==> src/verilog/audio_pkg.sv <==
////////////////////////////////////////////////////////////////////////////
// Sample and buffer size defaults for the voice effect datapath.
// Modules take these as parameter defaults; the top level may override.
////////////////////////////////////////////////////////////////////////////

package audio_pkg;

    // Width of one audio sample on the shared bus
    localparam int SAMPLE_WIDTH = 8;

    // Ping-pong bank depth is 2**BUF_ADDR_WIDTH samples
    localparam int BUF_ADDR_WIDTH = 8;

endpackage

==> src/verilog/pingpong_buffer.sv <==
////////////////////////////////////////////////////////////////////////////
// Two sample banks for one channel. The bank named by bank_sel fills at
// the input strobe rate until full; the other bank is read out at rd_addr
// without a clock. The full flag is released on each bank swap.
////////////////////////////////////////////////////////////////////////////

`timescale 1ns/1ps

module pingpong_buffer
#(
    parameter int DATA_WIDTH = audio_pkg::SAMPLE_WIDTH,
    parameter int ADDR_WIDTH = audio_pkg::BUF_ADDR_WIDTH
)
(
    input  logic                   sck,
    input  logic                   rst_n,
    input  logic                   wr_en,
    input  logic                   swap,
    input  logic                   bank_sel,
    input  logic [DATA_WIDTH-1:0]  wr_data,
    input  logic [ADDR_WIDTH-1:0]  rd_addr,
    output logic [DATA_WIDTH-1:0]  rd_data
);

    localparam int                    DEPTH     = 1 << ADDR_WIDTH;
    localparam logic [ADDR_WIDTH-1:0] LAST_ADDR = '1;

    logic [DATA_WIDTH-1:0] mem [0:1][0:DEPTH-1];
    logic [ADDR_WIDTH-1:0] wr_ptr;
    logic                  full;
    logic                  wr_go;

    assign wr_go = wr_en && !full;  // Late samples are dropped

    ////////////////////////////////////////////////////////////////////////////
    // Storage
    ////////////////////////////////////////////////////////////////////////////

    always_ff @(posedge sck)
    begin
        if (wr_go)
            mem[bank_sel][wr_ptr] <= wr_data;
    end

    // Replay side sees the bank not being written
    assign rd_data = mem[~bank_sel][rd_addr];

    ////////////////////////////////////////////////////////////////////////////
    // Write pointer and full flag
    ////////////////////////////////////////////////////////////////////////////

    always_ff @(posedge sck or negedge rst_n)
    begin
        if (!rst_n)
        begin
            wr_ptr <= '0;
            full   <= 1'b0;
        end
        else
        begin
            if (wr_go)
            begin
                wr_ptr <= wr_ptr + 1'b1;
                if (wr_ptr == LAST_ADDR)
                    full <= 1'b1;
            end
            if (swap)
                full <= 1'b0;  // Fresh bank to fill
        end
    end

endmodule

==> config.mk <==
export PLATFORM = sky130hd
export DESIGN_NAME = pingpong_buffer
export DESIGN_NICKNAME = d
export VERILOG_FILES = /design/src/verilog/audio_pkg.sv /design/src/verilog/pingpong_buffer.sv
export SDC_FILE = /design/constraint.sdc
export NUM_CORES = 2
export LEC_CHECK = 0
export BUFFER_PORTS_ARGS = -buffer_cell sky130_fd_sc_hd__buf_4
export CAP_MARGIN = 20
export CORE_AREA = 2 2 631 633
export CTS_CLUSTER_SIZE = 25
export DETAILED_ROUTE_END_ITERATION = 6
export DIE_AREA = 0 0 633 635
export PLACE_DENSITY = 0.52
export SYNTH_ARGS = -nofsm -noshare
export SYNTH_HDL_FRONTEND = slang
export SYNTH_SLANG_ARGS = --single-unit
==> constraint.sdc <==
create_clock -name sck -period 4.12 [get_ports sck]
set_input_delay 0.824 -clock sck [delete_from_list [all_inputs] [get_ports sck]]
set_output_delay 0.824 -clock sck [all_outputs]
set_load 0.02 [all_outputs]
==> metrics.csv <==
stage,metric,value,unit
timing,rsz0062_at_grt,yes,
clocking,tritoncts,done,
global_route,grtUsageMet3,3.75,%
logic_synthesis,ys_types,74,
logic_synthesis,synthAdderAreaFrac,0.0310,%
place,dp_hpwl,332000,microns
pwr,p_sw,21.3,mW
pwr,power_density,470,mW/mm^2
worst_setup_path,startpoint,bank_sel,
clocking,cts-root-buf,clkbuf_16,
global_route,grt.busiest_layer,met2,
flow_run,cap_violations,0,
place,place.gp.congestion,0.919,
timing,period_minus_slack,4940,ps
drt,drtIter0Drc,10200,
worst_setup_path,crit_type,input pin to output port,
logic_synthesis,synth_top_family_by_area,multiplexers,
pwr,comb_power_share,8.2,%
global_route,grtUsageTotal,24.3,%
run_status,status,finished with violations,
pwr,p_int,70.3,mW
logic_synthesis,ys_seq_area_share,76.4,%
layout,postLayoutCoreUtil,49.4,%
drt,vias_per_cell,5.81,
pwr,pwr-share-clk,41.2,%
worst_setup_path,crit_chain,buf_16 > buf_16 > buf_6 > buf_12 > mux4_2 > a211o_1 > o31ai_4 > a2111oi_4 > nand4_1 > nand4_1 > and4bb_1 > buf_6 > buf_6,
layout,final_area,0.195,sq mm
run_status,violations,negative setup slack,
layout,finalNetCount,9704,
pwr,peakVddDrop,0.373,mV
worst_setup_path,slowest_stage,mux4_2,
logic_synthesis,synthArstFlopShare,0.219,%
worst_setup_path,cp.required,3300,ps
logic_synthesis,netlist_area,0.161,sq mm
layout,post_route_cells_drive_above_1_share,31.8,%
drt,avgRoutedWirePerCell,32.6,microns
timing,slew_headroom,16.5,%
timing,final.setup.tns,-5470,ps
drt,antenna_left,0,
worst_setup_path,worst-r2r-setup-slack,340,ps
timing,slew_violations,0,
global_route,grt_pass1_vias,88900,
logic_synthesis,ys_seq_elements,4105,
logic_synthesis,muxShareOfSynthArea,14.2,%
timing,period_share,120,%
global_route,grt_pass1_wl,690000,microns
logic_synthesis,synth_xor_area_share,0.0380,%
pwr,p_leak,64.2,nW
place,io_buffers,28,
global_route,overflow,0,
pwr,p_sw_share,23.2,%
logic_synthesis,synth_simple_gate_area_share,3.48,%
logic_synthesis,synth_edf_count,4096,
floorplanning,ios,29,
clocking,worstSkewPairLatency,1000,ps
global_route,grt_max_degree,135,
layout,fill_cells,32700,
hold_path,hp-class,input pin to async pin,
worst_setup_path,worstReg2RegStart,wr_ptr[2],
logic_synthesis,synth_area_leaders,"edfxtp_1 76%, mux4_2 9.7%, mux2i_1 4.0%, o221ai_1 1.3%, nor2_1 1.3%",
floorplanning,core_area,0.395,sq mm
worst_setup_path,crit_path_max_fanout,7,
place,dpl_cell_area,0.178,sq mm
pwr,power.sequential.fraction,50.5,%
layout,instances_no_fill,15300,
logic_synthesis,ys.flop_type,edfxtp_1,
worst_setup_path,crit_path_frequent_cell,buf_6,
floorplanning,chipWidth,633,microns
floorplanning,rows,231,
worst_setup_path,slowest_delay,550,ps
floorplanning,fp.dieH,635,microns
logic_synthesis,yosys.area.top_type,edfxtp_1,
logic_synthesis,yosysWarnings,0,
logic_synthesis,syn_nets,8138,
logic_synthesis,synth_cells,8113,
clocking,clk_path_buf_depth,4,
global_route,grt_antenna_before_repair,34,
clocking,clock_sinks,4105,
pwr,total_power,91.5,mW
clocking,clkTransAtPathRegs,60,ps
floorplanning,initial_utilization,40.8,%
worst_setup_path,start_kind,input pin,
drt,wirelength,498000,microns
floorplanning,dieArea,0.402,sq mm
global_route,grtUsageMet2,38.7,%
drt,drc,0,
timing,clock.fmax,0.203,GHz
logic_synthesis,synth_compound_area_share,3.86,%
worst_setup_path,endpoint_kind,output port,
place,preCtsSetupSlack,-1220,ps
clocking,numCtsBuffers,427,
timing,setup_viol,8,
place,dp_cells,14400,
layout,area_growth,20.9,%
timing,finalWorstSetupSlack,-817,ps
drt,vias,88700,
global_route,grt_util_met1,33.7,%
timing,fin_skew,66.2,ps
drt,firstDrtPassIters,6,
timing,hold_viol_final,0,
logic_synthesis,synth_top_area_share,76.3,%
timing,fin_hold_ws,244,ps
clocking,htreeDepth,5,
worst_setup_path,crit_arrival,4110,ps
logic_synthesis,avgSynthCellArea,19.9,sq um
timing,tightest_slew,1250,ps
## state kept, by name (all words and copies together) (netlist names)
signal / count
mem: 4096
full: 1
wr_ptr: 8
## power groups by stage
stage / Combinational [mW] / Sequential (mW) / Clock (mW)
final: 7.55 / 46.3 / 37.7
after global routing: 7.76 / 46.3 / 39.9
after CTS: 7.40 / 46.3 / 38.3
after detailed placement: 7.14 / 47.1 / 0
after global placement: 7.10 / 47.1 / 0
after floorplan: 2.87 / 47.1 / 0
## cell usage after synthesis, types with 37 or more instances
cell type and n:
edfxtp_1 4096, mux4_2 698, mux2i_1 641, nor2_1 568, o221ai_1 245, clkbuf_1 218
nand2_1 176, nor3_1 176, a21oi_1 159, o22ai_1 155, buf_2 94, o21ai_0 81
buf_6 77, nand3_1 73, a22oi_1 53, nand4_1 53, buf_1 51, nor4_1 41
buf_4 37
## path summary, 6_finish.rpt
check,endpoint,cells past startpoint
worst max-delay path,rd_data[4],13
worst max register to register,mem[0][576],6
max in group asynchronous,wr_ptr[7],2
min in group sck,mem[1][316],1
worst min-delay path,wr_ptr[2],2
worst min register to register,wr_ptr[5],1
## kinds of logic after synthesis
logic type,count (synthesis)
compound gates,873
xor+xnor,7
fa+ha+maj,4
buf+inv,525
flops,4105
mux,1383
simple gates,1216
## cells in the final DEF (no fill, tap or decap), types with 20 or more instances in the layout
| master | count |
|---|---|
| clkinv_1 | 92 |
| o22ai_2 | 20 |
| edfxtp_1 | 4096 |
| buf_16 | 21 |
| nor3_1 | 155 |
| mux2_2 | 29 |
| bufinv_16 | 36 |
| buf_8 | 21 |
| o221ai_2 | 35 |
| nand3_1 | 69 |
| buf_6 | 63 |
| o221ai_1 | 211 |
| and2_1 | 20 |
| mux2i_1 | 632 |
| mux4_2 | 700 |
| o21ai_0 | 63 |
| a22oi_1 | 52 |
| a211oi_1 | 21 |
| buf_4 | 1390 |
| clkbuf_1 | 106 |
| nand4_1 | 53 |
| nand2_1 | 171 |
| buf_12 | 137 |
| clkinv_2 | 81 |
| o22ai_1 | 133 |
| nor2_1 | 559 |
| clkbuf_16 | 441 |
| nor4_1 | 22 |
| a21oi_1 | 147 |
## critical path, delay by kind of cell
kind / cells / cell delay (ps)
AO/OA/AOI/OAI: 3 / 520
buffers and inverters: 6 / 860
multiplexers: 1 / 550
AND/OR/NAND/NOR: 3 / 1230
## cell type report
cell class | count | area [sq um] | area share, %
clock inverters | 237 | 2260 | 1.16
multi-input cells | 3483 | 36200 | 18.6
repair buffers | 1651 | 15300 | 7.84
well taps | 5242 | 6560 | 3.37
diodes | 5 | 12.5 | 0.00642
flip-flops and latches | 4105 | 123000 | 63.2
inverters | 11 | 57.6 | 0.0295
clock buffers | 543 | 11300 | 5.79
## per-layer routing
metal  part of all wire [%]  routed length (microns)
met5                  0.018                       91
met1                     41                   204000
met3                    7.3                    36200
met2                     47                   236000
met4                    4.3                    21600
## what timing repair did
item	CTS	global route
pin swaps	60	80
resized for setup	212	189
endpoints found under the hold margin	10	0
setup endpoints to repair	8	8
gates cloned	12	8
hold buffers	2	0
setup buffers	55	39
(Power assumes the default switching activity.)
