File: src/verilog/audio_pkg.sv
////////////////////////////////////////////////////////////////////////////
// Sample and buffer size defaults for the voice effect datapath.
// Modules take these as parameter defaults; the top level may override.
////////////////////////////////////////////////////////////////////////////

package audio_pkg;

    // Width of one audio sample on the shared bus
    localparam int SAMPLE_WIDTH = 8;

    // Ping-pong bank depth is 2**BUF_ADDR_WIDTH samples
    localparam int BUF_ADDR_WIDTH = 8;

endpackage

File: src/verilog/fx_mode_pkg.sv
////////////////////////////////////////////////////////////////////////////
// Effect mode opcode and the read-rate dividers of the pitch shift modes.
// The mode is a level and only changes while reset is held.
////////////////////////////////////////////////////////////////////////////

package fx_mode_pkg;

    typedef enum logic [1:0]
    {
        fx_normal      = 2'd0,  // Straight pass-through
        fx_shift_light = 2'd1,  // Mild pitch drop
        fx_shift_deep  = 2'd2   // Strong pitch drop
    } fx_mode_e;

    // Clocks between read ticks
    localparam logic [6:0] SHIFT_LIGHT_DIV = 7'd16;
    localparam logic [6:0] SHIFT_DEEP_DIV  = 7'd64;

    // Rate counter covers 0 .. SHIFT_DEEP_DIV-1
    localparam int DIV_CNT_WIDTH = 6;

endpackage

File: src/verilog/stereo_out_reg.sv
////////////////////////////////////////////////////////////////////////////
// Registered left and right outputs. Pass-through mode captures the bus
// on each channel strobe; the shift modes load buffer data on read ticks.
////////////////////////////////////////////////////////////////////////////

`timescale 1ns/1ps

module stereo_out_reg
#(
    parameter int DATA_WIDTH = audio_pkg::SAMPLE_WIDTH
)
(
    input  logic                   sck,
    input  logic                   rst_n,
    input  logic                   l_vld,
    input  logic                   r_vld,
    input  logic                   rd_tick,
    input  fx_mode_pkg::fx_mode_e  mode,
    input  logic [DATA_WIDTH-1:0]  data,
    input  logic [DATA_WIDTH-1:0]  l_rd_data,
    input  logic [DATA_WIDTH-1:0]  r_rd_data,
    output logic [DATA_WIDTH-1:0]  ldata,
    output logic [DATA_WIDTH-1:0]  rdata
);
    import fx_mode_pkg::*;

    logic                  pass;
    logic                  l_load;
    logic                  r_load;

    assign pass   = (mode == fx_normal);
    assign l_load = pass ? l_vld : rd_tick;
    assign r_load = pass ? r_vld : rd_tick;

    always_ff @(posedge sck or negedge rst_n)
    begin
        if (!rst_n)
        begin
            ldata <= '0;
            rdata <= '0;
        end
        else
        begin
            if (l_load)
                ldata <= pass ? data : l_rd_data;
            if (r_load)
                rdata <= pass ? data : r_rd_data;
        end
    end

endmodule

File: config.mk
export PLATFORM = sky130hd
export DESIGN_NAME = stereo_out_reg
export DESIGN_NICKNAME = d
export VERILOG_FILES = /design/src/verilog/audio_pkg.sv /design/src/verilog/fx_mode_pkg.sv /design/src/verilog/stereo_out_reg.sv
export SDC_FILE = /design/constraint.sdc
export NUM_CORES = 1
export LEC_CHECK = 0
export BUFFER_PORTS_ARGS = -buffer_cell sky130_fd_sc_hd__buf_4
export CAP_MARGIN = 20
export CORE_AREA = 4 4 46 48
export DETAILED_ROUTE_END_ITERATION = 8
export DIE_AREA = 0 0 50 52
export PLACE_DENSITY = 0.81
export SLEW_MARGIN = 20
export SYNTH_ARGS = -nofsm -noshare
export SYNTH_HDL_FRONTEND = slang
export SYNTH_SLANG_ARGS = --single-unit
File: constraint.sdc
create_clock -name sck -period 2 [get_ports sck]
set_clock_uncertainty 0.2 [all_clocks]
set_input_delay 0 -clock sck [delete_from_list [all_inputs] [get_ports sck]]
set_output_delay 0 -clock sck [all_outputs]
set_load 0.01 [all_outputs]
==> impl_metrics.xml <==
<?xml version="1.0" encoding="UTF-8"?>
<metrics>
  <group name="outcome">
    <metric name="run_status" unit="">complete, no violations</metric>
  </group>
  <group name="routing">
    <metric name="drc" unit="">0</metric>
    <metric name="postRouteWirelength" unit="um">2890</metric>
    <metric name="drtAntennaViolNets" unit="">0</metric>
    <metric name="wl_per_cell" unit="um">17.4</metric>
    <metric name="firstDrtPassIters" unit="">4</metric>
    <metric name="via_count" unit="">869</metric>
    <metric name="vias_per_cell" unit="">5.23</metric>
    <metric name="drt-initial-drc-count" unit="">9</metric>
  </group>
  <group name="run">
    <metric name="reported_max_cap_violation_count" unit="">0</metric>
  </group>
  <group name="place">
    <metric name="dpl_cell_area" unit="um2">1100</metric>
    <metric name="placement.io_buffers" unit="">46</metric>
    <metric name="place_ws" unit="ps">699</metric>
    <metric name="dp_cell_count" unit="">126</metric>
    <metric name="gp_routability_congestion" unit="">0.860</metric>
    <metric name="detailedPlacementHpwl" unit="um">1680</metric>
  </group>
  <group name="critical_path">
    <metric name="cp_slowest_stage_delay" unit="ps">550</metric>
    <metric name="critical_path.cell_chain" unit="">dlygate4sd3_1, buf_4, or3b_4, o22a_1, o21a_1, dlygate4sd3_1</metric>
    <metric name="setup.worst_path.class" unit="">in -&gt; reg</metric>
    <metric name="critical_path.slowest_cell" unit="">dlygate4sd3_1</metric>
    <metric name="critical_path.endpoint_type" unit="">register</metric>
    <metric name="critPathArrivalTime" unit="ps">1940</metric>
    <metric name="critical-path-top-cell-by-count" unit="">dlygate4sd3_1</metric>
    <metric name="timing.critical_path.from_type" unit="">primary input</metric>
    <metric name="cp_max_fo" unit="">7</metric>
    <metric name="required_time_reported_for_the_critical_path_endpoint" unit="ps">1990</metric>
  </group>
  <group name="timing">
    <metric name="timing.setup.tns" unit="ps">0</metric>
    <metric name="slew-limit-headroom" unit="%">51.6</metric>
    <metric name="finalSetupViolCount" unit="">0</metric>
    <metric name="worst_pin_slew" unit="ps">724</metric>
    <metric name="drv_slew" unit="">0</metric>
    <metric name="timing.final.crit_share" unit="%">97.5</metric>
    <metric name="fmax" unit="MHz">513</metric>
    <metric name="report.final.hold_viol_count" unit="">0</metric>
    <metric name="period_minus_slack" unit="ps">1950</metric>
    <metric name="whs" unit="ps">87.0</metric>
    <metric name="post-route-worst-setup-slack" unit="ps">49.4</metric>
    <metric name="unrepaired_setup_endpoints_after_global_routing" unit="">false</metric>
  </group>
  <group name="grt">
    <metric name="met1_usage" unit="%">26.9</metric>
    <metric name="grt-ovfl-total" unit="">0</metric>
    <metric name="maximum_number_of_pins_on_one_net_before_global_route_repair" unit="">17</metric>
    <metric name="grt_antenna_before_repair" unit="">0</metric>
    <metric name="grtUsageMet3" unit="%">6.59</metric>
    <metric name="first_global_vias" unit="">984</metric>
    <metric name="gr_peak_layer" unit="">met2</metric>
    <metric name="grt_util_all_layers" unit="%">25.6</metric>
    <metric name="first_pass_grt_wire_length" unit="um">4810</metric>
    <metric name="groute.layer.met2.usage" unit="%">47.4</metric>
  </group>
  <group name="clock_network">
    <metric name="clk_latency" unit="ps">280</metric>
    <metric name="cts_sinks" unit="">16</metric>
    <metric name="clk_root_buffer_cell" unit="">clkbuf_4</metric>
    <metric name="cts.clk_slew.worst_paths" unit="ps">110</metric>
    <metric name="cts_setup_buffers" unit="">0</metric>
    <metric name="htree_levels" unit="">1</metric>
    <metric name="tritoncts.num_buffers" unit="">3</metric>
    <metric name="cts_tree" unit="">yes</metric>
    <metric name="clock_path_buffers" unit="">2</metric>
  </group>
  <group name="die">
    <metric name="placement_rows" unit="">15</metric>
    <metric name="die_area" unit="um2">2600</metric>
    <metric name="start_util" unit="%">43.2</metric>
    <metric name="dieWidth" unit="um">50</metric>
    <metric name="floorplan.die.height" unit="um">52</metric>
    <metric name="floorplan.io_pins" unit="">47</metric>
    <metric name="core-area" unit="um2">1710</metric>
  </group>
  <group name="logic_synthesis">
    <metric name="postSynthNetCount" unit="">89</metric>
    <metric name="postSynthCellCount" unit="">58</metric>
    <metric name="ys_dominant_reg_cell" unit="">dfrtp_1</metric>
    <metric name="synth_edf_count" unit="">0</metric>
    <metric name="postSynth.asyncResetShare" unit="%">100</metric>
    <metric name="postSynthRegisterBits" unit="">16</metric>
    <metric name="synth_area" unit="um2">738</metric>
    <metric name="netlist.area_leader.share" unit="%">54.2</metric>
    <metric name="synth_top_area_cell" unit="">dfrtp_1</metric>
    <metric name="share_of_the_yosys_chip_area_belonging_to_registers" unit="%">54.2</metric>
    <metric name="synthesis.yosys.warnings" unit="">0</metric>
    <metric name="yosysMostFrequentCell" unit="">dfrtp_1</metric>
    <metric name="synth_area_leaders" unit="">dfrtp_1 (54%), o22a_1 (17%), o21a_1 (14%), mux2_4 (4.1%), or3b_1 (2.4%)</metric>
    <metric name="ys_top_cells_by_count" unit="">dfrtp_1 (16), o21a_1 (14), o22a_1 (14)</metric>
    <metric name="synthesis.area_per_instance" unit="um2">12.7</metric>
    <metric name="synthDistinctLibCells" unit="">12</metric>
  </group>
  <group name="cells_and_area">
    <metric name="fin_area" unit="um2">1490</metric>
    <metric name="final-instance-count-excl-fill" unit="">166</metric>
    <metric name="drive_above_1_share" unit="%">39.3</metric>
    <metric name="nets" unit="">172</metric>
    <metric name="area.growth.synth_to_final" unit="%">102</metric>
  </group>
  <group name="power">
    <metric name="pwr_density_cell" unit="nW/um2">614</metric>
    <metric name="power.ir.vdd_worst" unit="V">0.000552</metric>
    <metric name="power.leakage" unit="uW">0.000637</metric>
  </group>
  <group name="worst_hold_path">
    <metric name="class_of_the_tightest_hold_or_removal_check" unit="">in -&gt; reg</metric>
  </group>
</metrics>
==> where the power goes <==
group	leakage, uW	switching, uW	internal [uW]	total (uW)
clock network	0.0000210	110	111	221
registers	0.000177	23.5	364	387
logic	0.000439	113	194	307
total	0.000637	247	669	915
==> per-stage QoR <==
step / power, uW / util [%]
after floorplan: 485 / -
after global placement: 618 / 64.4
after detailed placement: 623 / 64.4
after CTS: 910 / 87.0
after global routing: 963 / 87.2
final: 915 / 87.3
==> registers in the layout (all words and copies together) (netlist names) <==
name	cells
ldata	8
rdata	8
==> kinds of logic after synthesis <==
family	Yosys count	share of synthesized area [%]
AND/OR/NAND/NOR	6	4.58
buffers and inverters	3	2.03
multiplexers	2	4.07
flip-flops	16	54.2
AO/OA/AOI/OAI	31	35.1
==> layout by cell type, fill, tap and decap left out <==
cell	count
buf_4	46
dlygate4sd3_1	35
dfrtp_1	16
o22a_1	14
o21a_1	14
clkbuf_4	3
mux2_4	2
nand2_1	2
diode_2	1
nor2_1	1
o21ai_2	1
or3b_1	1
or3b_4	1
nor3_1	1
o221a_1	1
o221a_2	1
clkbuf_8	1
==> cell type report <==
type | instances | area (um2)
Fill cell | 78 | 216
Antenna cell | 1 | 2.50
Multi-Input combinational cell | 39 | 325
Sequential cell | 16 | 400
Clock buffer | 4 | 36.3
Tap cell | 25 | 31.3
Timing Repair Buffer | 81 | 696
==> routing by layer <==
layer | wire length, um | up-vias
met1 | 1030 | 434
met5 | 0 | -
met2 | 1650 | 38
li1 | - | 393
met3 | 180 | 4
met4 | 39 | 0
==> worst max-delay path, delay by kind of cell <==
kind                   cells  cell delay, ps
AOI/OAI and AO/OA          2             300
buffers and inverters      3            1210
and+or+nand+nor            1             430
==> worst paths after layout <==
| path | start | end | slack (ps) | depth (start not counted) |
|---|---|---|---|---|
| min | mode[0] | rdata[2]$_DFFE_PN0P_ | 90 | 4 |
| min in group asynchronous | rst_n | ldata[7]$_DFFE_PN0P_ | 650 | 3 |
| max in group asynchronous | rst_n | rdata[3]$_DFFE_PN0P_ | 480 | 3 |
| max reg2reg | ldata[7]$_DFFE_PN0P_ | ldata[7]$_DFFE_PN0P_ | 500 | 2 |
| max | r_vld | rdata[4]$_DFFE_PN0P_ | 50 | 6 |
| min reg2reg | rdata[3]$_DFFE_PN0P_ | rdata[3]$_DFFE_PN0P_ | 300 | 1 |
==> repair_timing <==
action | in CTS | in global routing
endpoints found under the hold margin | 32 | 1
gates resized for setup | 0 | 1
endpoints found under the setup margin | 0 | 3
hold buffers | 35 | 1
(Power assumes the default switching activity.)
