<file path="config.mk">
export PLATFORM = sky130hd
export DESIGN_NAME = read_scheduler
export DESIGN_NICKNAME = d
export VERILOG_FILES = /design/src/verilog/audio_pkg.sv /design/src/verilog/fx_mode_pkg.sv /design/src/verilog/read_scheduler.sv
export SDC_FILE = /design/constraint.sdc
export NUM_CORES = 1
export LEC_CHECK = 0
export ABC_AREA = 1
export ABC_CLOCK_PERIOD_IN_PS = 1800
export BUFFER_PORTS_ARGS = -buffer_cell sky130_fd_sc_hd__buf_2
export CAP_MARGIN = 40
export CELL_PAD_IN_SITES_DETAIL_PLACEMENT = 1
export CELL_PAD_IN_SITES_GLOBAL_PLACEMENT = 1
export CORE_MARGIN = 4
export CORE_UTILIZATION = 35
export CTS_BUF_LIST = sky130_fd_sc_hd__clkbuf_8
export DETAILED_ROUTE_END_ITERATION = 8
export PLACE_DENSITY = 0.67
export SLEW_MARGIN = 20
export SYNTH_ARGS = -nofsm -noshare
export SYNTH_HDL_FRONTEND = slang
export SYNTH_SLANG_ARGS = --single-unit
export TNS_END_PERCENT = 5
</file>
<file path="constraint.sdc">
create_clock -name sck -period 1.8 [get_ports sck]
set_input_delay 0.36 -clock sck [delete_from_list [all_inputs] [get_ports sck]]
set_output_delay 0.36 -clock sck [all_outputs]
set_load 0.05 [all_outputs]
</file>
<file path="src/verilog/audio_pkg.sv">
////////////////////////////////////////////////////////////////////////////
// Sample and buffer size defaults for the voice effect datapath.
// Modules take these as parameter defaults; the top level may override.
////////////////////////////////////////////////////////////////////////////

package audio_pkg;

    // Width of one audio sample on the shared bus
    localparam int SAMPLE_WIDTH = 8;

    // Ping-pong bank depth is 2**BUF_ADDR_WIDTH samples
    localparam int BUF_ADDR_WIDTH = 8;

endpackage

</file>
<file path="src/verilog/fx_mode_pkg.sv">
////////////////////////////////////////////////////////////////////////////
// Effect mode opcode and the read-rate dividers of the pitch shift modes.
// The mode is a level and only changes while reset is held.
////////////////////////////////////////////////////////////////////////////

package fx_mode_pkg;

    typedef enum logic [1:0]
    {
        fx_normal      = 2'd0,  // Straight pass-through
        fx_shift_light = 2'd1,  // Mild pitch drop
        fx_shift_deep  = 2'd2   // Strong pitch drop
    } fx_mode_e;

    // Clocks between read ticks
    localparam logic [6:0] SHIFT_LIGHT_DIV = 7'd16;
    localparam logic [6:0] SHIFT_DEEP_DIV  = 7'd64;

    // Rate counter covers 0 .. SHIFT_DEEP_DIV-1
    localparam int DIV_CNT_WIDTH = 6;

endpackage

</file>
<file path="src/verilog/read_scheduler.sv">
////////////////////////////////////////////////////////////////////////////
// Read side timing for the ping-pong buffers. Divides sck down to the
// read tick, walks the shared read pointer and swaps banks at the end of
// each bank period. Both channel buffers follow its outputs.
////////////////////////////////////////////////////////////////////////////

`timescale 1ns/1ps

module read_scheduler
#(
    parameter int ADDR_WIDTH = audio_pkg::BUF_ADDR_WIDTH
)
(
    input  logic                   sck,
    input  logic                   rst_n,
    input  fx_mode_pkg::fx_mode_e  mode,
    output logic                   rd_tick,
    output logic                   swap,
    output logic                   bank_sel,
    output logic [ADDR_WIDTH-1:0]  rd_addr
);
    import fx_mode_pkg::*;

    localparam logic [ADDR_WIDTH-1:0] LAST_ADDR = '1;

    logic [6:0]               div;
    logic [6:0]               div_m1;
    logic [DIV_CNT_WIDTH-1:0] rate_cnt;

    // Normal mode keeps the light rate, nothing reads the buffers then
    always_comb
    begin
        case (mode)
            fx_shift_deep: div = SHIFT_DEEP_DIV;
            default:       div = SHIFT_LIGHT_DIV;
        endcase
    end

    assign div_m1  = div - 7'd1;
    assign rd_tick = (rate_cnt == '0);
    assign swap    = rd_tick && (rd_addr == LAST_ADDR);  // Last tick of the period

    always_ff @(posedge sck or negedge rst_n)
    begin
        if (!rst_n)
        begin
            rate_cnt <= '0;
            rd_addr  <= '0;
            bank_sel <= 1'b0;
        end
        else
        begin
            if (rate_cnt == div_m1[DIV_CNT_WIDTH-1:0])
                rate_cnt <= '0;
            else
                rate_cnt <= rate_cnt + 1'b1;

            if (rd_tick)
                rd_addr <= rd_addr + 1'b1;  // Wraps after LAST_ADDR
            if (swap)
                bank_sel <= ~bank_sel;
        end
    end

endmodule

</file>
==> run_results.csv, run 1 <==
group,metric,value,unit
power,power_frac_clock,34.7,%
clock_tree,cts.path.max_buffers,2,
grt,grt_start_max_net_pins,16,
critical_path,cpPeakStageDelay,410,ps
critical_path,cp-end-kind,"output port",
timing,relSlewSlack,75.38,%
critical_path,timing.rr.end,"rate_cnt[1]",
power,p_sw,0.2449,mW
job,cap_violations,0,
layout,n_fill_cell,301,
logic_synthesis,yosys.area.top_type,"dfrtp_1",
die,die_x,56.69,um
logic_synthesis,avgSynthCellArea,7.681,sq um
power,total_power,0.8147,mW
power,p_seq_share,46.3,%
route,via_per_inst,4.624,
route,drt_iter0_drc,12,
placed_design,port-buffer-count,14,
power,intPower,0.5697,mW
timing,hold_viol,0,
clock_tree,clk_pin_slew,70,ps
layout,drive_gt1_share,35.04,%
power,power_frac_comb,19.0,%
timing,fmax,578.2,MHz
power,leakage,0.5808,nW
logic_synthesis,syn_area,829.5,sq um
timing,setup_viol,0,
logic_synthesis,syn_nets,115,
layout,final_cell_mix,"nand2_1, inv_1, buf_4",
logic_synthesis,synth_seq_area_share,45.25,%
die,die_area,3213,sq um
route,wl,2.166,mm
clock_tree,numCtsBuffers,3,
clock_tree,cts-root-buf,"clkbuf_8",
layout,fin_area,1137,sq um
critical_path,cp.required,1440,ps
logic_synthesis,yosysTopAreaCellShare,45.25,%
timing,rsz0062_at_grt,"true",
layout,final_common_cell,"nand2_1",
die,start_util,37.14,%
critical_path,cp_num_buf_inv,2,
clock_tree,cts_tree,"done",
critical_path,reg2reg_from,"rate_cnt[0]",
route,remaining_drc_errors,0,
power,peakVddDrop,0.4789,mV
logic_synthesis,synth_cell_types,16,
logic_synthesis,synth_area_leaders,"dfrtp_1, nand2_1, inv_1, nor2_1, ha_1",
layout,nNetsFinal,145,
grt,overflow,0,
timing,setup-tns-final,0,ps
critical_path,arrival,1370,ps
critical_path,critPathLaunchType,"register",
placed_design,dpl_cell_area,979.7,sq um
die,core,2233,sq um
route,detail_route.wl_per_cell,13.13,um
placed_design,gp_congestion,0.7247,
critical_path,crit_fanout,3,
timing,finalCritPeriodShare,96.08,%
layout,diodes,0,
logic_synthesis,synth_seq_cells,15,
timing,fin_ws,70.58,ps
grt,antenna_found_initial,0,
die,die_y,56.69,um
layout,area_growth_syn_to_layout,37.10,%
timing,fin_crit,1729,ps
worst_hold_path,hold_class,"input port to async pin",
timing,worst-slew-pin-transition,369.3,ps
critical_path,path_cells,"inv_2, ha_4, nand2_2, nor2_4, nand2_2, nor2_4, buf_6",
logic_synthesis,synthCells,108,
critical_path,critPathKind,"register to output port",
power,switching_share,30.07,%
die,row_count,17,
critical_path,r2r_slack,260,ps
clock_tree,htreeDepth,1,
critical_path,crit_family,"flip-flops",
grt,grt_pass1_vias,810,
route,drtPass1Iterations,3,
critical_path,rr_worst_depth,9,
clock_tree,clkSinkCount,15,
route,antenna_left,0,
grt,grt_pass1_wl,3.719,mm
power,p_per_area,716.3,nW/um^2
timing,slew_violations,0,
route,vias,763,
timing,fin_skew,2.843,ps
placed_design,preCtsSetupSlack,106.0,ps
die,ios,15,
clock_tree,clk_latency,250,ps
placed_design,hpwlAfterDp,1.461,mm
logic_synthesis,yosysWarnings,0,
grt,grtUsageTotal,15.06,%
critical_path,slowest_stage,"dfrtp_1",
outcome,status,"completed",
==> logic make-up (layout without fill, tap and decap cells) <==
| family | after synthesis | count (layout) | share of synthesized area, % |
|---|---|---|---|
| buffers and inverters | 15 | 44 | 8.144 |
| XOR/XNOR | 4 | 4 | 5.129 |
| adder cells (fa/ha/maj) | 3 | 3 | 4.525 |
| flip-flops | 15 | 15 | 45.25 |
| AO/OA/AOI/OAI | 2 | 2 | 1.207 |
| AND/OR/NAND/NOR | 69 | 69 | 35.75 |
==> worst max-delay path by stage <==
stage,startpoint,to,slack [ps],cells after the start
after floorplan,rd_addr[0],swap,7,5
after global placement,rd_addr[0],swap,140,6
after detailed placement,rd_addr[0],swap,110,6
after CTS,rd_addr[0],swap,-2,6
after global routing,rate_cnt[0],swap,-20,7
final,rate_cnt[0],swap,70,7
==> power by group through the flow <==
stage	Combinational [mW]	Sequential [mW]	Clock, mW
2_1_floorplan	0.0397	0.426	0
3_3_place_gp	0.111	0.387	0
3_5_place_dp	0.112	0.389	0
4_1_cts	0.145	0.374	0.293
5_1_grt	0.172	0.380	0.307
6_report	0.155	0.377	0.283
==> per-stage QoR <==
step	utilization, %	hold slack (ps)	cells
floorplan	-	64.41	108
global placement	43.87	291.3	153
detailed placement	43.87	298.9	153
CTS	48.07	24.87	161
global route	50.92	35.30	165
finish	50.92	9.988	165
==> layout make-up <==
class                      count  area (sq um)  area share [%]
multi-input combinational     78         452.9           39.82
tap                           28         35.03           3.080
inverter                      14         52.55           4.620
timing repair buffer          26         168.9           14.85
sequential                    15         382.9           33.66
clock inverter                 1         3.754          0.3300
clock buffer                   3         41.29           3.630
==> per-layer routing <==
layer  global-route usage, %  wire, um  vias up
met5                       0         0        -
met4                   6.102        47        0
met3                   3.678        79        4
met2                   22.61      1038       15
met1                   20.48      1000      357
li1                        -         -      387
==> cells in the mapped netlist, drive strengths merged <==
cell type  instances
nand4              2
nand3b             3
nor3               2
buf                1
dfrtp             15
nand2             43
xor2               4
nor2              14
o21ai              2
ha                 3
nand3              5
inv               14
==> worst reg2reg max path, delay by kind of cell (launching register included) <==
kind	cells	cell delay, ps
buffers and inverters	3	290
and+or+nand+nor	5	590
DFF	1	400
adders and majority gates	1	180
==> sequential cells by signal, summed over array words and instances, names as in the netlist <==
signal,flops
rate_cnt,6
rd_addr,8
bank_sel,1
==> timing repair <==
item,4_1_cts,5_1_grt
hold endpoints to repair,0,0
endpoints found under the setup margin,2,2
buffers inserted,4,4
hold buffers,0,0
pin swaps,5,5
gates resized for setup,7,8
Power figures use the tool's default switching activity.
==> inputs of run 2 (changes only) <==
--- a/config.mk
+++ b/config.mk
@@ -6,16 +6,15 @@
 export NUM_CORES = 1
 export LEC_CHECK = 0
 export ABC_AREA = 1
-export ABC_CLOCK_PERIOD_IN_PS = 1800
+export ABC_CLOCK_PERIOD_IN_PS = 1500
 export BUFFER_PORTS_ARGS = -buffer_cell sky130_fd_sc_hd__buf_2
-export CAP_MARGIN = 40
 export CELL_PAD_IN_SITES_DETAIL_PLACEMENT = 1
 export CELL_PAD_IN_SITES_GLOBAL_PLACEMENT = 1
 export CORE_MARGIN = 4
 export CORE_UTILIZATION = 35
 export CTS_BUF_LIST = sky130_fd_sc_hd__clkbuf_8
 export DETAILED_ROUTE_END_ITERATION = 8
-export PLACE_DENSITY = 0.67
+export PLACE_DENSITY = 0.7
 export SLEW_MARGIN = 20
 export SYNTH_ARGS = -nofsm -noshare
 export SYNTH_HDL_FRONTEND = slang
==> constraint.sdc (replaced) <==
create_clock -name sck -period 1.5 [get_ports sck]
set_input_delay 0.225 -clock sck [delete_from_list [all_inputs] [get_ports sck]]
set_output_delay 0.225 -clock sck [all_outputs]
set_load 0.05 [all_outputs]
==> run 2 against run 1 <==
The run now ends with negative setup slack left. First-iteration DRC count shrank 25%. Cell count grew 2.4%. Die area is the same. Sequential share of layout area shrank 1.6 points. Register-to-register slack lost 120 ps. Via count grew 4.2%. Clock-buffer cell count is the same. Critical endpoint unchanged. Largest cell class unchanged.
==> run_results.csv, run 2 (same netlist as run 1, synthesis figures left out) <==
group,metric,value,unit
layout,largest_reg_flops,8,
layout,final_cell_mix,"nand2_1, buf_4, buf_2",
grt,overflow,0,
power,total_power,0.9805,mW
timing,slew_violations,0,
timing,setup_viol,2,
grt,grt.met3_usage,2.989,%
clock_tree,clk_latency,250,ps
layout,nNetsFinal,149,
layout,final_common_cell,"nand2_1",
die,core,2233,sq um
timing,fin_ws,-151.1,ps
grt,grt_pass1_wl,3.822,mm
timing,fin_skew,6.800,ps
power,p_per_area,825.7,nW/um^2
critical_path,critPathLaunchType,"register",
clock_tree,cts-root-buf,"clkbuf_8",
die,start_util,37.14,%
placed_design,dpl_cell_area,1055,sq um
worst_hold_path,hold_class,"input port to async pin",
clock_tree,htreeDepth,1,
layout,reg_top3,"rd_addr (8), rate_cnt (6), bank_sel (1)",
clock_tree,clk_pin_slew,70,ps
critical_path,worst_setup_path_startpoint,"rd_addr[0]",
route,via_per_inst,4.704,
placed_design,port-buffer-count,14,
timing,fmax,605.7,MHz
grt,grt_start_max_net_pins,16,
route,vias,795,
timing,worst-slew-pin-transition,375.6,ps
placed_design,preCtsSetupSlack,-18.05,ps
die,row_count,17,
grt,grtUsageMet1,18.40,%
placed_design,dp.cells,163,
power,peakVddDrop,0.5546,mV
critical_path,arrival,1430,ps
route,antenna_left,0,
die,die_area,3213,sq um
grt,grtUsageTotal,15.59,%
clock_tree,cts_tree,"done",
timing,finalCritPeriodShare,110.1,%
route,drt_iter0_drc,9,
layout,area_growth_syn_to_layout,43.14,%
die,die_y,56.69,um
grt,antenna_found_initial,0,
outcome,status,"finished, violations left",
critical_path,reg2reg_from,"rate_cnt[1]",
clock_tree,numCtsBuffers,3,
critical_path,crit_fanout,2,
critical_path,cp.required,1270,ps
grt,met2_usage,26.73,%
route,detail_route.wl_per_cell,13.18,um
grt,grt_pass1_vias,872,
job,cap_violations,0,
clock_tree,clkSinkCount,15,
power,leakage,0.5968,nW
layout,n_fill_cell,285,
layout,stdcell_count,169,
clock_tree,cts.path.max_buffers,2,
route,wl,2.227,mm
layout,diodes,0,
die,die_x,56.69,um
critical_path,r2r_slack,140,ps
placed_design,hpwlAfterDp,1.631,mm
timing,fin_crit,1651,ps
timing,rsz0062_at_grt,"true",
grt,gr-max-usage-layer,"met2",
timing,hold_viol,0,
route,drtPass1Iterations,2,
layout,fin_area,1187,sq um
layout,drive_gt1_share,37.59,%
outcome,violations,"negative setup slack",
die,ios,15,
critical_path,critPathKind,"register to output port",
layout,final_util,53.17,%
critical_path,cp-end-kind,"output port",
route,remaining_drc_errors,0,
placed_design,gp_congestion,0.7300,
layout,largest_register,"rd_addr",
timing,relSlewSlack,74.96,%
==> run 2: cell types whose count changed in the layout (fill, tap and decap cells not counted), sizes merged <==
cell         change
clkinvlp         +1
dlygate4sd3      +1
inv              -1
buf              +3
==> run 2: critical path, cell delays in order (launching register included) <==
cell     delay, ps
dfrtp_2        390
ha_4           150
nand3_4         80
nor3_4         210
nand2_2        100
nor2_4          90
buf_6          160
==> run 2: timing repair <==
item	4_1_cts	5_1_grt
setup buffers	0	1
setup endpoints to repair	2	6
endpoints found under the hold margin	15	0
resized for setup	13	7
hold buffers	1	0
pin swaps	3	4
==> run 2: layout make-up <==
cell class	instances	area (sq um)	share of cell area, %
clock buffers	3	41.29	3.477
clock inverters	1	7.507	0.6322
well taps	28	35.03	2.950
inverters	14	52.55	4.426
flip-flops and latches	15	380.4	32.03
multi-input cells	78	457.9	38.57
repair buffers	30	212.7	17.91
==> run 2: stage by stage <==
| step | TNS, ps | hold slack, ps |
|---|---|---|
| 2_1_floorplan | -157.9 | -70.59 |
| 3_3_place_gp | 0 | 156.5 |
| 3_5_place_dp | -18.05 | 161.0 |
| 4_1_cts | -171.5 | 405.3 |
| 5_1_grt | -331.6 | 427.5 |
| 6_report | -178.3 | 409.3 |
==> run 2: per-layer routing <==
layer,vias to the layer above,wire [um]
li1,394,-
met3,2,67
met2,10,1142
met4,0,10
met5,-,0
met1,389,1006
==> run 2: final timing paths <==
path / cells after the start / endpoint
setup / recovery: 6 / swap
hold / removal: 2 / rate_cnt[5]
setup reg to reg: 9 / rd_addr[2]
hold reg to reg: 2 / bank_sel
max in group asynchronous: 2 / rd_addr[3]
min in group sck: 6 / rate_cnt[5]
==> run 2: report_power, final <==
group | switching, mW | internal (mW) | total (mW)
combinational | 0.114 | 0.0772 | 0.191
clock | 0.156 | 0.187 | 0.342
sequential | 0.0202 | 0.426 | 0.446
==> inputs of run 3 (changes only) <==
--- a/config.mk
+++ b/config.mk
@@ -6,7 +6,7 @@
 export NUM_CORES = 1
 export LEC_CHECK = 0
 export ABC_AREA = 1
-export ABC_CLOCK_PERIOD_IN_PS = 1500
+export ABC_CLOCK_PERIOD_IN_PS = 1400
 export BUFFER_PORTS_ARGS = -buffer_cell sky130_fd_sc_hd__buf_2
 export CELL_PAD_IN_SITES_DETAIL_PLACEMENT = 1
 export CELL_PAD_IN_SITES_GLOBAL_PLACEMENT = 1
==> constraint.sdc (replaced) <==
create_clock -name sck -period 1.4 [get_ports sck]
set_input_delay 0.21 -clock sck [delete_from_list [all_inputs] [get_ports sck]]
set_output_delay 0.21 -clock sck [all_outputs]
set_load 0.05 [all_outputs]
==> run 3 against run 2 <==
The run still ends with negative setup slack left. Critical path depth is 1 higher. Flip-flop and latch count is the same. Clock skew shrank 3.7 ps. Final area rose by 11%. Via count increased by 13%. Non-clock buffer count increased by 14. Worst hold slack got worse by 21 ps. Clock-buffer cell count stayed put. Utilization grew 5.9 points. Largest power group unchanged. Highest routed layer unchanged. Register-to-register slack lost 290 ps.
==> run_results.csv, run 3 (same netlist as run 1, synthesis figures left out) <==
group,metric,value,unit
outcome,status,"finished, violations left",
outcome,violations,"negative setup slack",
timing,worst-slew-pin-transition,354.6,ps
timing,setup_viol,6,
power,peakVddDrop,0.4608,mV
worst_hold_path,hold_class,"input port to async pin",
die,ios,15,
layout,regArea,380.4,sq um
route,drt_iter0_drc,22,
route,via_per_inst,4.902,
critical_path,arrival,1410,ps
die,row_count,17,
route,vias,897,
placed_design,port-buffer-count,14,
layout,area_growth_syn_to_layout,59.13,%
critical_path,worst_setup_path_startpoint,"rate_cnt[1]",
placed_design,dpl_cell_area,1092,sq um
layout,multiInputGateArea,485.5,sq um
critical_path,crit_family,"simple AND/OR/NAND/NOR gates",
timing,slew_violations,0,
timing,fin_skew,3.064,ps
power,intPower,0.7374,mW
layout,final_cell_mix,"nand2_1, buf_4, buf_2",
die,die_area,3213,sq um
timing,rsz0062_at_grt,"true",
route,wl,2.809,mm
route,remaining_drc_errors,0,
grt,grt_pass1_wl,4.588,mm
route,detail_route.wl_per_cell,15.35,um
placed_design,hpwlAfterDp,1.686,mm
clock_tree,clkSinkCount,15,
critical_path,crit_fanout,2,
power,leakage,0.6951,nW
clock_tree,numCtsBuffers,3,
layout,largest_reg_flops,8,
power,p_sw,0.3204,mW
critical_path,slowest_stage,"dfrtp_1",
route,antenna_left,0,
critical_path,cp_num_buf_inv,2,
clock_tree,clk_pin_slew,70,ps
die,die_x,56.69,um
grt,overflow,0,
grt,grt_start_max_net_pins,16,
critical_path,cpPeakStageDelay,390,ps
layout,n_fill_cell,291,
critical_path,cp.required,1190,ps
timing,setup-tns-final,-686.6,ps
power,p_seq_share,45.1,%
timing,fmax,616.3,MHz
layout,largest_register,"rd_addr",
critical_path,path_cells,"inv_2, ha_4, nand2_2, nor2_4, nand2_2, nor2_4, buf_6",
clock_tree,cts-root-buf,"clkbuf_8",
layout,diodes,0,
layout,nNetsFinal,163,
power,power_frac_comb,20.3,%
layout,drive_gt1_share,45.16,%
die,die_y,56.69,um
grt,antenna_found_initial,0,
timing,hold_viol,0,
die,core,2233,sq um
clock_tree,cts_tree,"done",
critical_path,r2r_slack,-150,ps
placed_design,gp_congestion,0.7444,
job,cap_violations,0,
placed_design,preCtsSetupSlack,-124.7,ps
timing,finalCritPeriodShare,115.9,%
power,p_per_area,801.4,nW/um^2
power,power_frac_clock,34.6,%
die,start_util,37.14,%
grt,grt_pass1_vias,1003,
critical_path,cp-end-kind,"output port",
clock_tree,clk_latency,250,ps
grt,grtUsageTotal,18.76,%
timing,fin_crit,1623,ps
layout,fin_area,1320,sq um
power,switching_share,30.29,%
timing,fin_ws,-222.6,ps
critical_path,critPathKind,"register to output port",
critical_path,reg2reg_from,"rd_addr[0]",
clock_tree,cts.path.max_buffers,2,
timing,relSlewSlack,76.36,%
layout,final_common_cell,"nand2_1",
critical_path,critPathLaunchType,"register",
route,drtPass1Iterations,4,
clock_tree,htreeDepth,1,
layout,reg_top3,"rd_addr (8), rate_cnt (6), bank_sel (1)",
## run 3: area by class of cell
class                           instances  area share, %
Clock inverter                          1         0.2844
Timing Repair Buffer                   44          24.36
Inverter                               14          3.981
Sequential cell                        15          28.82
Tap cell                               28          2.654
Clock buffer                            3          3.128
Multi-Input combinational cell         78          36.78
## run 3: worst reg2reg max path: stages (launching register included)
cell and delay, ps:
dfrtp_2 430, ha_4 170, nand3_4 90, nor3_4 50, buf_4 140, buf_4 120, buf_4 130, buf_6 110
buf_6 100, nand3b_1 70, nand2_1 50
## run 3: power groups by stage
stage	clock (mW)	combinational [mW]	sequential, mW
floorplan	0	0.0510	0.547
global placement	0	0.199	0.484
detailed placement	0	0.204	0.484
CTS	0.365	0.215	0.476
global route	0.395	0.237	0.480
finish	0.366	0.215	0.477
## run 3: per-stage QoR
| stage | hold slack (ps) | utilization (%) | total power [mW] | std cells |
|---|---|---|---|---|
| global route | 414.0 | 59.10 | 1.113 | 183 |
| detailed placement | 140.3 | 48.91 | 0.6884 | 168 |
| finish | 388.7 | 59.10 | 1.058 | 183 |
| floorplan | -85.59 | - | 0.5983 | 108 |
| global placement | 145.3 | 48.91 | 0.6821 | 168 |
| CTS | 407.4 | 56.08 | 1.057 | 180 |
## run 3: routing by layer
metal,vias up,global-route usage (%),share of wire [%]
met2,19,34.16,53
li1,423,-,-
met3,5,2.989,3.1
met5,-,0,0
met4,0,6.780,1.1
met1,450,21.75,43
## run 3: final timing paths
check                              end  cells past startpoint
setup / recovery                  swap                      7
hold / removal              rd_addr[6]                      2
setup reg to reg            rd_addr[6]                     10
hold reg to reg               bank_sel                      2
max in group asynchronous   rd_addr[2]                      2
min in group sck           rate_cnt[3]                      6
## run 3: what timing repair did
action	in CTS	in global routing
setup buffers	7	3
gates resized for setup	15	14
hold endpoints to repair	15	0
endpoints found under the setup margin	10	13
gates cloned	0	0
hold buffers	1	0
pin swaps	7	4
